`config.mk`:
```
export PLATFORM = sky130hd
export DESIGN_NAME = zx_ctl_top
export DESIGN_NICKNAME = d
export VERILOG_FILES = /design/src/common/zx_ctl_pkg.sv /design/src/source/spi_slave.sv /design/src/source/avr_ctrl.sv /design/src/source/covox_pwm.sv /design/src/video/video_timing.sv /design/src/source/zx_ctl_top.sv
export SDC_FILE = /design/constraint.sdc
export NUM_CORES = 1
export LEC_CHECK = 0
export BUFFER_PORTS_ARGS = -buffer_cell sky130_fd_sc_hd__buf_4
export CAP_MARGIN = 5
export CORE_ASPECT_RATIO = 1.1
export CORE_MARGIN = 1
export CORE_UTILIZATION = 25
export DETAILED_ROUTE_END_ITERATION = 10
export HOLD_SLACK_MARGIN = 0.02
export PLACE_DENSITY = 0.39
export RECOVER_POWER = 25
export SETUP_SLACK_MARGIN = 0.4
export SLEW_MARGIN = 10
export SYNTH_ARGS = -nofsm -noshare
export SYNTH_HDL_FRONTEND = slang
export SYNTH_SLANG_ARGS = --single-unit
```
`constraint.sdc`:
```
create_clock -name fclk -period 2.28 [get_ports fclk]
set_input_delay 0.342 -clock fclk [delete_from_list [all_inputs] [get_ports fclk]]
set_output_delay 0.342 -clock fclk [all_outputs]
set_load 0.02 [all_outputs]
```
`src/common/zx_ctl_pkg.sv`:
```
`default_nettype none

package zx_ctl_pkg;

    // serial data byte or register value
    typedef logic [7:0] byte_t;

    // --------------------
    // host command codes
    // --------------------
    typedef enum logic [7:0] {
        cmd_covox       = 8'h53,
        cmd_int_control = 8'h54,
        cmd_scr_mode    = 8'haf
    } cmd_e;

    // link state, follows the chip-select level
    typedef enum logic [1:0] {
        idle_cmd   = 2'd0,
        data_phase = 2'd1,
        frame_end  = 2'd2
    } link_phase_e;

    // --------------------
    // raster marks
    // --------------------
    // horizontal, in steps
    localparam logic [8:0] hsync_end_tv  = 9'd33;
    localparam logic [8:0] hsync_end_vga = 9'd53;
    localparam logic [8:0] hblank_beg    = 9'd416;
    localparam logic [8:0] hblank_end    = 9'd98;
    localparam logic [8:0] csync_cut_tv  = 9'd415;

    // vertical, in lines
    localparam logic [8:0] vblank_beg    = 9'd294;
    localparam logic [8:0] vblank_end    = 9'd44;
    localparam logic [8:0] vsync_end     = 9'd2;

    // --------------------
    // register defaults
    // --------------------
    // mid-scale sample, silent output
    localparam byte_t covox_reset = 8'h7f;

    // readback for commands with nothing to return
    localparam byte_t read_idle   = 8'hff;

endpackage

`default_nettype wire

```
`src/source/spi_slave.sv`:
```
`default_nettype none

module spi_slave (
    input  wire                         fclk,
    input  wire                         rst_n,
    input  wire                         spick,
    input  wire                         spics_n,
    input  wire                         spido,
    input  wire zx_ctl_pkg::byte_t      rd_data,
    output logic                        spidi,
    output zx_ctl_pkg::byte_t           cmd,
    output zx_ctl_pkg::byte_t           wr_data,
    output logic                        frame_start,
    output logic                        frame_end
);

    logic [1:0]              sck_sync;
    logic [1:0]              cs_sync;
    logic [1:0]              di_sync;
    logic                    sck_q;
    logic                    cs_q;
    logic                    sck_rise;
    logic                    sck_fall;
    logic                    cs_rise;
    logic                    cs_fall;
    logic                    load_q;
    zx_ctl_pkg::byte_t       shift_out;
    zx_ctl_pkg::link_phase_e phase;

    // --------------------
    // input synchronizers
    // --------------------
    always_ff @(posedge fclk)
    begin
        if (!rst_n)
        begin
            sck_sync <= 2'b00;
            cs_sync  <= 2'b11;
            di_sync  <= 2'b00;
            sck_q    <= 1'b0;
            cs_q     <= 1'b1;
        end
        else
        begin
            sck_sync <= {sck_sync[0], spick};
            cs_sync  <= {cs_sync[0], spics_n};
            di_sync  <= {di_sync[0], spido};
            sck_q    <= sck_sync[1];
            cs_q     <= cs_sync[1];
        end
    end

    assign sck_rise = sck_sync[1] & ~sck_q;
    assign sck_fall = ~sck_sync[1] & sck_q;
    assign cs_rise  = cs_sync[1] & ~cs_q;
    assign cs_fall  = ~cs_sync[1] & cs_q;

    // --------------------
    // link phase FSM
    // --------------------
    always_ff @(posedge fclk)
    begin
        if (!rst_n)
            phase <= zx_ctl_pkg::idle_cmd;
        else
        begin
            case (phase)
                zx_ctl_pkg::idle_cmd:
                    if (cs_fall)
                        phase <= zx_ctl_pkg::data_phase;
                zx_ctl_pkg::data_phase:
                    if (cs_rise)
                        phase <= zx_ctl_pkg::frame_end;
                // frame end lasts one cycle
                default:
                    phase <= zx_ctl_pkg::idle_cmd;
            endcase
        end
    end

    assign frame_start = cs_fall && (phase == zx_ctl_pkg::idle_cmd);
    assign frame_end   = (phase == zx_ctl_pkg::frame_end);

    // command byte and readback shifter
    always_ff @(posedge fclk)
    begin
        if (!rst_n)
        begin
            cmd       <= 8'hff;
            load_q    <= 1'b0;
            shift_out <= 8'hff;
        end
        else
        begin
            load_q <= frame_start;
            if (sck_rise && (phase == zx_ctl_pkg::idle_cmd))
                cmd <= {cmd[6:0], di_sync[1]};
            // rd_data is ready the cycle after frame_start
            if (load_q)
                shift_out <= rd_data;
            else if (sck_fall && (phase == zx_ctl_pkg::data_phase))
                shift_out <= {shift_out[6:0], 1'b1};
        end
    end

    // data byte, msb first
    always_ff @(posedge fclk)
    begin
        if (sck_rise && (phase == zx_ctl_pkg::data_phase))
            wr_data <= {wr_data[6:0], di_sync[1]};
    end

    assign spidi = shift_out[7];

endmodule

`default_nettype wire

```
`src/source/avr_ctrl.sv`:
```
`default_nettype none

module avr_ctrl (
    input  wire                     fclk,
    input  wire                     rst_n,
    input  wire zx_ctl_pkg::byte_t  cmd,
    input  wire zx_ctl_pkg::byte_t  wr_data,
    input  wire                     frame_start,
    input  wire                     frame_end,
    input  wire                     covox_tick,
    input  wire                     vblank,
    output zx_ctl_pkg::byte_t       rd_data,
    output zx_ctl_pkg::byte_t       covox,
    output logic                    tv_mode,
    output logic                    spiint_n
);

    logic en_covox_int;
    logic en_frame_int;

    // --------------------
    // register writes
    // --------------------
    always_ff @(posedge fclk)
    begin
        if (!rst_n)
        begin
            covox        <= zx_ctl_pkg::covox_reset;
            tv_mode      <= 1'b1;
            en_covox_int <= 1'b0;
            en_frame_int <= 1'b0;
        end
        else if (frame_end)
        begin
            case (zx_ctl_pkg::cmd_e'(cmd))
                zx_ctl_pkg::cmd_covox:
                    covox <= wr_data;
                zx_ctl_pkg::cmd_int_control:
                begin
                    en_covox_int <= wr_data[0];
                    en_frame_int <= wr_data[1];
                end
                zx_ctl_pkg::cmd_scr_mode:
                    tv_mode <= wr_data[0];
                // unknown codes are dropped
                default:
                    ;
            endcase
        end
    end

    // --------------------
    // readback select
    // --------------------
    // latched as the data phase opens
    always_ff @(posedge fclk)
    begin
        if (!rst_n)
            rd_data <= zx_ctl_pkg::read_idle;
        else if (frame_start)
        begin
            if (cmd == zx_ctl_pkg::cmd_covox)
                rd_data <= ~covox;
            else
                rd_data <= zx_ctl_pkg::read_idle;
        end
    end

    // --------------------
    // host interrupt
    // --------------------
    // covox pulses win over frame blanking
    always_ff @(posedge fclk)
    begin
        if (!rst_n)
            spiint_n <= 1'b1;
        else if (en_covox_int)
            spiint_n <= ~covox_tick;
        else if (en_frame_int)
            spiint_n <= ~vblank;
        else
            spiint_n <= 1'b1;
    end

endmodule

`default_nettype wire

```
`src/source/covox_pwm.sv`:
```
`default_nettype none

module covox_pwm (
    input  wire                     fclk,
    input  wire                     rst_n,
    input  wire zx_ctl_pkg::byte_t  covox,
    output logic                    beep,
    output logic                    covox_tick
);

    logic [9:0]        phase;
    zx_ctl_pkg::byte_t sample;
    zx_ctl_pkg::byte_t level;

    // new sample already counts at phase zero
    assign level = (phase[7:0] == 8'h00) ? covox : sample;

    always_ff @(posedge fclk)
    begin
        if (!rst_n)
        begin
            phase <= 10'd0;
            beep  <= 1'b0;
        end
        else
        begin
            phase <= phase + 10'd1;
            beep  <= (phase[7:0] < level);
        end
    end

    // sample held for a whole 256-cycle window
    always_ff @(posedge fclk)
    begin
        if (phase[7:0] == 8'h00)
            sample <= covox;
    end

    // 4 cycles out of every 1024
    assign covox_tick = (phase[9:2] == 8'h00);

endmodule

`default_nettype wire

```
`src/video/video_timing.sv`:
```
`default_nettype none

module video_timing #(
    parameter logic [8:0] h_max = 9'd447,
    parameter logic [8:0] v_max = 9'd319
) (
    input  wire  fclk,
    input  wire  rst_n,
    input  wire  tv_mode,
    output logic hsync,
    output logic vsync,
    output logic vcsync,
    output logic vblank
);

    logic [1:0] presc;
    logic       h_step;
    logic [8:0] hcount;
    logic [8:0] h_next;
    logic [8:0] hsync_end;
    logic       hblank;
    logic       hblank_next;
    logic       line_pair;
    logic       next_line;
    logic [8:0] vcount;
    logic [8:0] v_next;
    logic       csync;

    // one step per 4 fclk in tv, per 2 in vga
    assign h_step = tv_mode ? (presc == 2'd0) : ~presc[0];

    assign h_next = (hcount == h_max) ? 9'd0 : hcount + 9'd1;
    assign v_next = (vcount == v_max) ? 9'd0 : vcount + 9'd1;

    assign hsync_end = tv_mode ? zx_ctl_pkg::hsync_end_tv : zx_ctl_pkg::hsync_end_vga;

    always_comb
    begin
        hblank_next = hblank;
        if (h_next == zx_ctl_pkg::hblank_beg)
            hblank_next = 1'b1;
        else if (h_next == zx_ctl_pkg::hblank_end)
            hblank_next = 1'b0;
    end

    always_ff @(posedge fclk)
    begin
        if (!rst_n)
        begin
            presc     <= 2'd0;
            hcount    <= 9'd0;
            hblank    <= 1'b1;
            hsync     <= 1'b1;
            line_pair <= 1'b1;
            next_line <= 1'b0;
            csync     <= 1'b1;
            vcount    <= 9'd0;
            vblank    <= 1'b1;
            vsync     <= 1'b1;
        end
        else
        begin
            presc     <= presc + 2'd1;
            next_line <= 1'b0;

            // --------------------
            // horizontal
            // --------------------
            if (h_step)
            begin
                hcount <= h_next;
                hblank <= hblank_next;

                if (h_next == 9'd0)
                begin
                    hsync     <= 1'b1;
                    // vga scans each vertical line twice
                    line_pair <= tv_mode | ~line_pair;
                    if (line_pair)
                    begin
                        csync     <= 1'b1;
                        next_line <= 1'b1;
                    end
                end

                if (h_next == hsync_end)
                begin
                    hsync <= 1'b0;
                    // csync stays up across the vsync lines
                    if (!vsync)
                        csync <= 1'b0;
                end

                // vga cut as line blanking starts
                if (!tv_mode && hblank_next && !hblank)
                    csync <= 1'b0;

                if (tv_mode && (h_next == zx_ctl_pkg::csync_cut_tv))
                    csync <= 1'b0;
            end

            // --------------------
            // vertical
            // --------------------
            if (next_line)
            begin
                vcount <= v_next;
                if (v_next == zx_ctl_pkg::vblank_beg)
                    vblank <= 1'b1;
                else if (v_next == zx_ctl_pkg::vblank_end)
                    vblank <= 1'b0;
                vsync <= (v_next < zx_ctl_pkg::vsync_end);
            end
        end
    end

    assign vcsync = ~csync;

endmodule

`default_nettype wire

```
`src/source/zx_ctl_top.sv`:
```
`default_nettype none

module zx_ctl_top #(
    parameter logic [8:0] h_max = 9'd447,
    parameter logic [8:0] v_max = 9'd319
) (
    input  wire fclk,
    input  wire rst_n,
    input  wire spick,
    input  wire spics_n,
    input  wire spido,
    output wire spidi,
    output wire spiint_n,
    output wire beep,
    output wire vhsync,
    output wire vvsync,
    output wire vcsync
);

    // link side
    wire zx_ctl_pkg::byte_t cmd;
    wire zx_ctl_pkg::byte_t wr_data;
    wire zx_ctl_pkg::byte_t rd_data;
    wire                    frame_start;
    wire                    frame_end;

    // control registers and status
    wire zx_ctl_pkg::byte_t covox;
    wire                    tv_mode;
    wire                    covox_tick;
    wire                    vblank;

    spi_slave i_spi_slave (
        .fclk        (fclk),
        .rst_n       (rst_n),
        .spick       (spick),
        .spics_n     (spics_n),
        .spido       (spido),
        .rd_data     (rd_data),
        .spidi       (spidi),
        .cmd         (cmd),
        .wr_data     (wr_data),
        .frame_start (frame_start),
        .frame_end   (frame_end)
    );

    avr_ctrl i_avr_ctrl (
        .fclk        (fclk),
        .rst_n       (rst_n),
        .cmd         (cmd),
        .wr_data     (wr_data),
        .frame_start (frame_start),
        .frame_end   (frame_end),
        .covox_tick  (covox_tick),
        .vblank      (vblank),
        .rd_data     (rd_data),
        .covox       (covox),
        .tv_mode     (tv_mode),
        .spiint_n    (spiint_n)
    );

    covox_pwm i_covox_pwm (
        .fclk        (fclk),
        .rst_n       (rst_n),
        .covox       (covox),
        .beep        (beep),
        .covox_tick  (covox_tick)
    );

    video_timing #(
        .h_max (h_max),
        .v_max (v_max)
    ) i_video_timing (
        .fclk        (fclk),
        .rst_n       (rst_n),
        .tv_mode     (tv_mode),
        .hsync       (vhsync),
        .vsync       (vvsync),
        .vcsync      (vcsync),
        .vblank      (vblank)
    );

endmodule

`default_nettype wire

```
==> flow_summary.yaml <==
place:
  hpwl_um: 7188
  place.gp.congestion: 0.7734
  port_buffers: 10
  place_area_um2: 5172
  pre_cts_ws_ns: 0.1315
cts:
  cts_root_buf: "clkbuf_16"
  numCtsBuffers: 9
  clockBufferDepth: 2
  cts.sinks: 101
  holdBufCountCts: 0
  cts_tree: "done"
  insertion_delay_ns: 0.35
  path_clk_slew_ns: 0.07
  cts_htree_levels: 3
synthesis:
  syn_nets: 540
  yosysTopAreaCell: "dfxtp_1"
  synth_most_common_cell: "dfxtp_1"
  synth_edf_count: 8
  syn_area_um2: 4795
  synth_cells: 517
  synth_top_area_share_pct: 38.83
  yosys-top-cells-count: "dfxtp_1 (93), nand2_1 (68), nor2_1 (39), nand3_1 (26)"
  synth_async_sr_flop_share_pct: 0
  synthTopCellsByArea: "dfxtp_1 (39%), nand2_1 (5.3%), mux2i_1 (5.2%)"
  synth.avg_cell_area_um2: 9.274
  synth_seq_area_share_pct: 43.84
  synthFlopType: "dfxtp_1"
  ys_ff_latch: 101
  ys_warn_count: 0
  synth.distinct_cells: 67
power_and_ir_drop:
  power_density_nw_per_um2: 654.4
  leakage_nw: 2.156
  p_total_mw: 3.833
  ir_worst_vdd_v: 0.0003987
floorplanning:
  coreArea_um2: 18610
  die-area_um2: 19740
  initial_utilization_pct: 25.77
  die_w_um: 134.0
  pin_count: 11
  std_cell_rows: 52
  die_h_um: 147.2
route:
  wirelength_um: 10700
  wl_per_cell_um: 13.42
  drtIter0Drc: 143
  viasPerCell: 4.575
  drc: 0
  num_vias: 3646
  drtPass1Iterations: 4
  ant_nets: 0
global_route:
  grt_max_degree: 50
  grt_usage_pct: 11.69
  grt_pass1_wl_um: 18350
  grt_overflow_total: 0
  antenna_found_initial: 0
  grt_pass1_vias: 3678
setup_path:
  endpoint_kind: "register"
  path_class: "register to register"
  required_ns: 2.53
  cp.arrival_ns: 2.38
  startpoint_type: "register"
  crit_fanout: 7
finish:
  nFillCells: 1993
  seqCellArea_um2: 2138
  drive_gt1_share_pct: 23.29
  final_nets: 572
  layout-area-overhead-vs-synth_pct: 22.16
  diodes: 0
  multi_input_area_um2: 2671
  final_area_um2: 5857
sta:
  worst_slew_pin_slew_ns: 1.201
  rsz0062_at_grt: "true"
  fmax_mhz: 469.3
  skew_ns: 0.006872
  slew_headroom_pct: 19.83
  fin_crit_ns: 2.131
  fin_ws_ns: 0.1492
  slew_violations: 0
  hold_viol: 0
  setup_tns_ns: 0
  hold_slack_ns: 0.1692
  period_share_pct: 93.46
  setup_viol_count_final: 0
outcome:
  status: "complete, no violations"
min_path:
  hold_class: "input pin to register"
run:
  drv_cap: 0
==> area by class of cell <==
| class | instances | share of cell area (%) |
|---|---|---|
| clock inverters | 7 | 1.773 |
| inverters | 23 | 1.474 |
| multi-input cells | 369 | 45.61 |
| repair buffers | 45 | 5.597 |
| well taps | 243 | 5.191 |
| clock buffers | 9 | 3.845 |
| flip-flops and latches | 101 | 36.51 |
==> sequential cells by signal (all words and copies together), names as in the netlist, 2 cells and up <==
signal / cells
i_covox_pwm.phase: 10
i_video_timing.hcount: 9
i_video_timing.vcount: 9
i_avr_ctrl.covox: 8
i_avr_ctrl.rd_data: 8
i_covox_pwm.sample: 8
i_spi_slave.cmd: 8
i_spi_slave.shift_out: 8
i_spi_slave.wr_data: 8
i_spi_slave.cs_sync: 2
i_spi_slave.di_sync: 2
i_spi_slave.phase: 2
i_spi_slave.sck_sync: 2
i_video_timing.presc: 2
==> path summary, 6_finish.rpt <==
kind                                from                endpoint  slack, ns  cells after the start
hold / removal                   spics_n  i_spi_slave.cs_sync[0]       0.17                      2
setup reg to reg    i_covox_pwm.phase[6]        i_covox_pwm.beep       0.15                      8
hold reg to reg   i_spi_slave.cs_sync[0]  i_spi_slave.cs_sync[1]       0.43                      1
setup / recovery    i_covox_pwm.phase[6]        i_covox_pwm.beep       0.15                      8
==> where the power goes <==
group	switching [mW]	internal, mW
Combinational	0.144	0.114
Sequential	0.0366	1.81
Clock	0.747	0.979
==> layout by cell type (no fill, tap or decap), types with 14 or more instances in the layout <==
cell type | Yosys | layout
xor2_1 | 16 | 15
o21ai_0 | 25 | 23
a21oi_1 | 17 | 15
ha_1 | 18 | 14
mux2i_1 | 25 | 22
dfxtp_1 | 93 | 78
nand3_1 | 26 | 25
buf_4 | 0 | 38
nor2_1 | 39 | 37
inv_1 | 22 | 21
nand2_1 | 68 | 65
==> metal layers <==
metal	part of all wire (%)	global-route usage (%)	vias to the layer above
met2	47	19.15	20
li1	-	-	1867
met4	1.9	5.393	0
met1	49	14.91	1746
met5	0	0	-
met3	1.7	2.001	13
==> worst max-delay path: stages, from the launching register on <==
cell and delay, ns:
dfxtp_4 0.36, nor4_4 0.34, nand3_4 0.22, buf_6 0.18
mux2i_2 0.15, ha_1 0.33, and3_4 0.19, o311ai_1 0.08
and3_1 0.18
==> per-stage QoR <==
| step | instances | util, % |
|---|---|---|
| floorplan | 517 | - |
| detailed placement | 761 | 27.80 |
| global route | 797 | 31.48 |
| finish | 797 | 31.48 |
| CTS | 789 | 30.55 |
| global placement | 761 | 27.80 |
==> kinds of logic (layout without fill, tap and decap cells) <==
kind of cell | after synthesis | in the layout | share of synthesized area [%]
buffers and inverters | 47 | 84 | 4.306
AO/OA/AOI/OAI | 81 | 81 | 11.30
flip-flops | 101 | 101 | 43.84
adder cells (fa/ha/maj) | 19 | 19 | 4.906
AND/OR/NAND/NOR | 212 | 212 | 24.03
multiplexers | 34 | 34 | 7.411
XOR/XNOR | 23 | 23 | 4.201
==> repair_timing <==
item,in CTS,in global routing
gates resized for setup,32,29
setup endpoints to repair,12,22
pin swaps,10,13
buffers inserted,12,8
(Power assumes the default switching activity.)
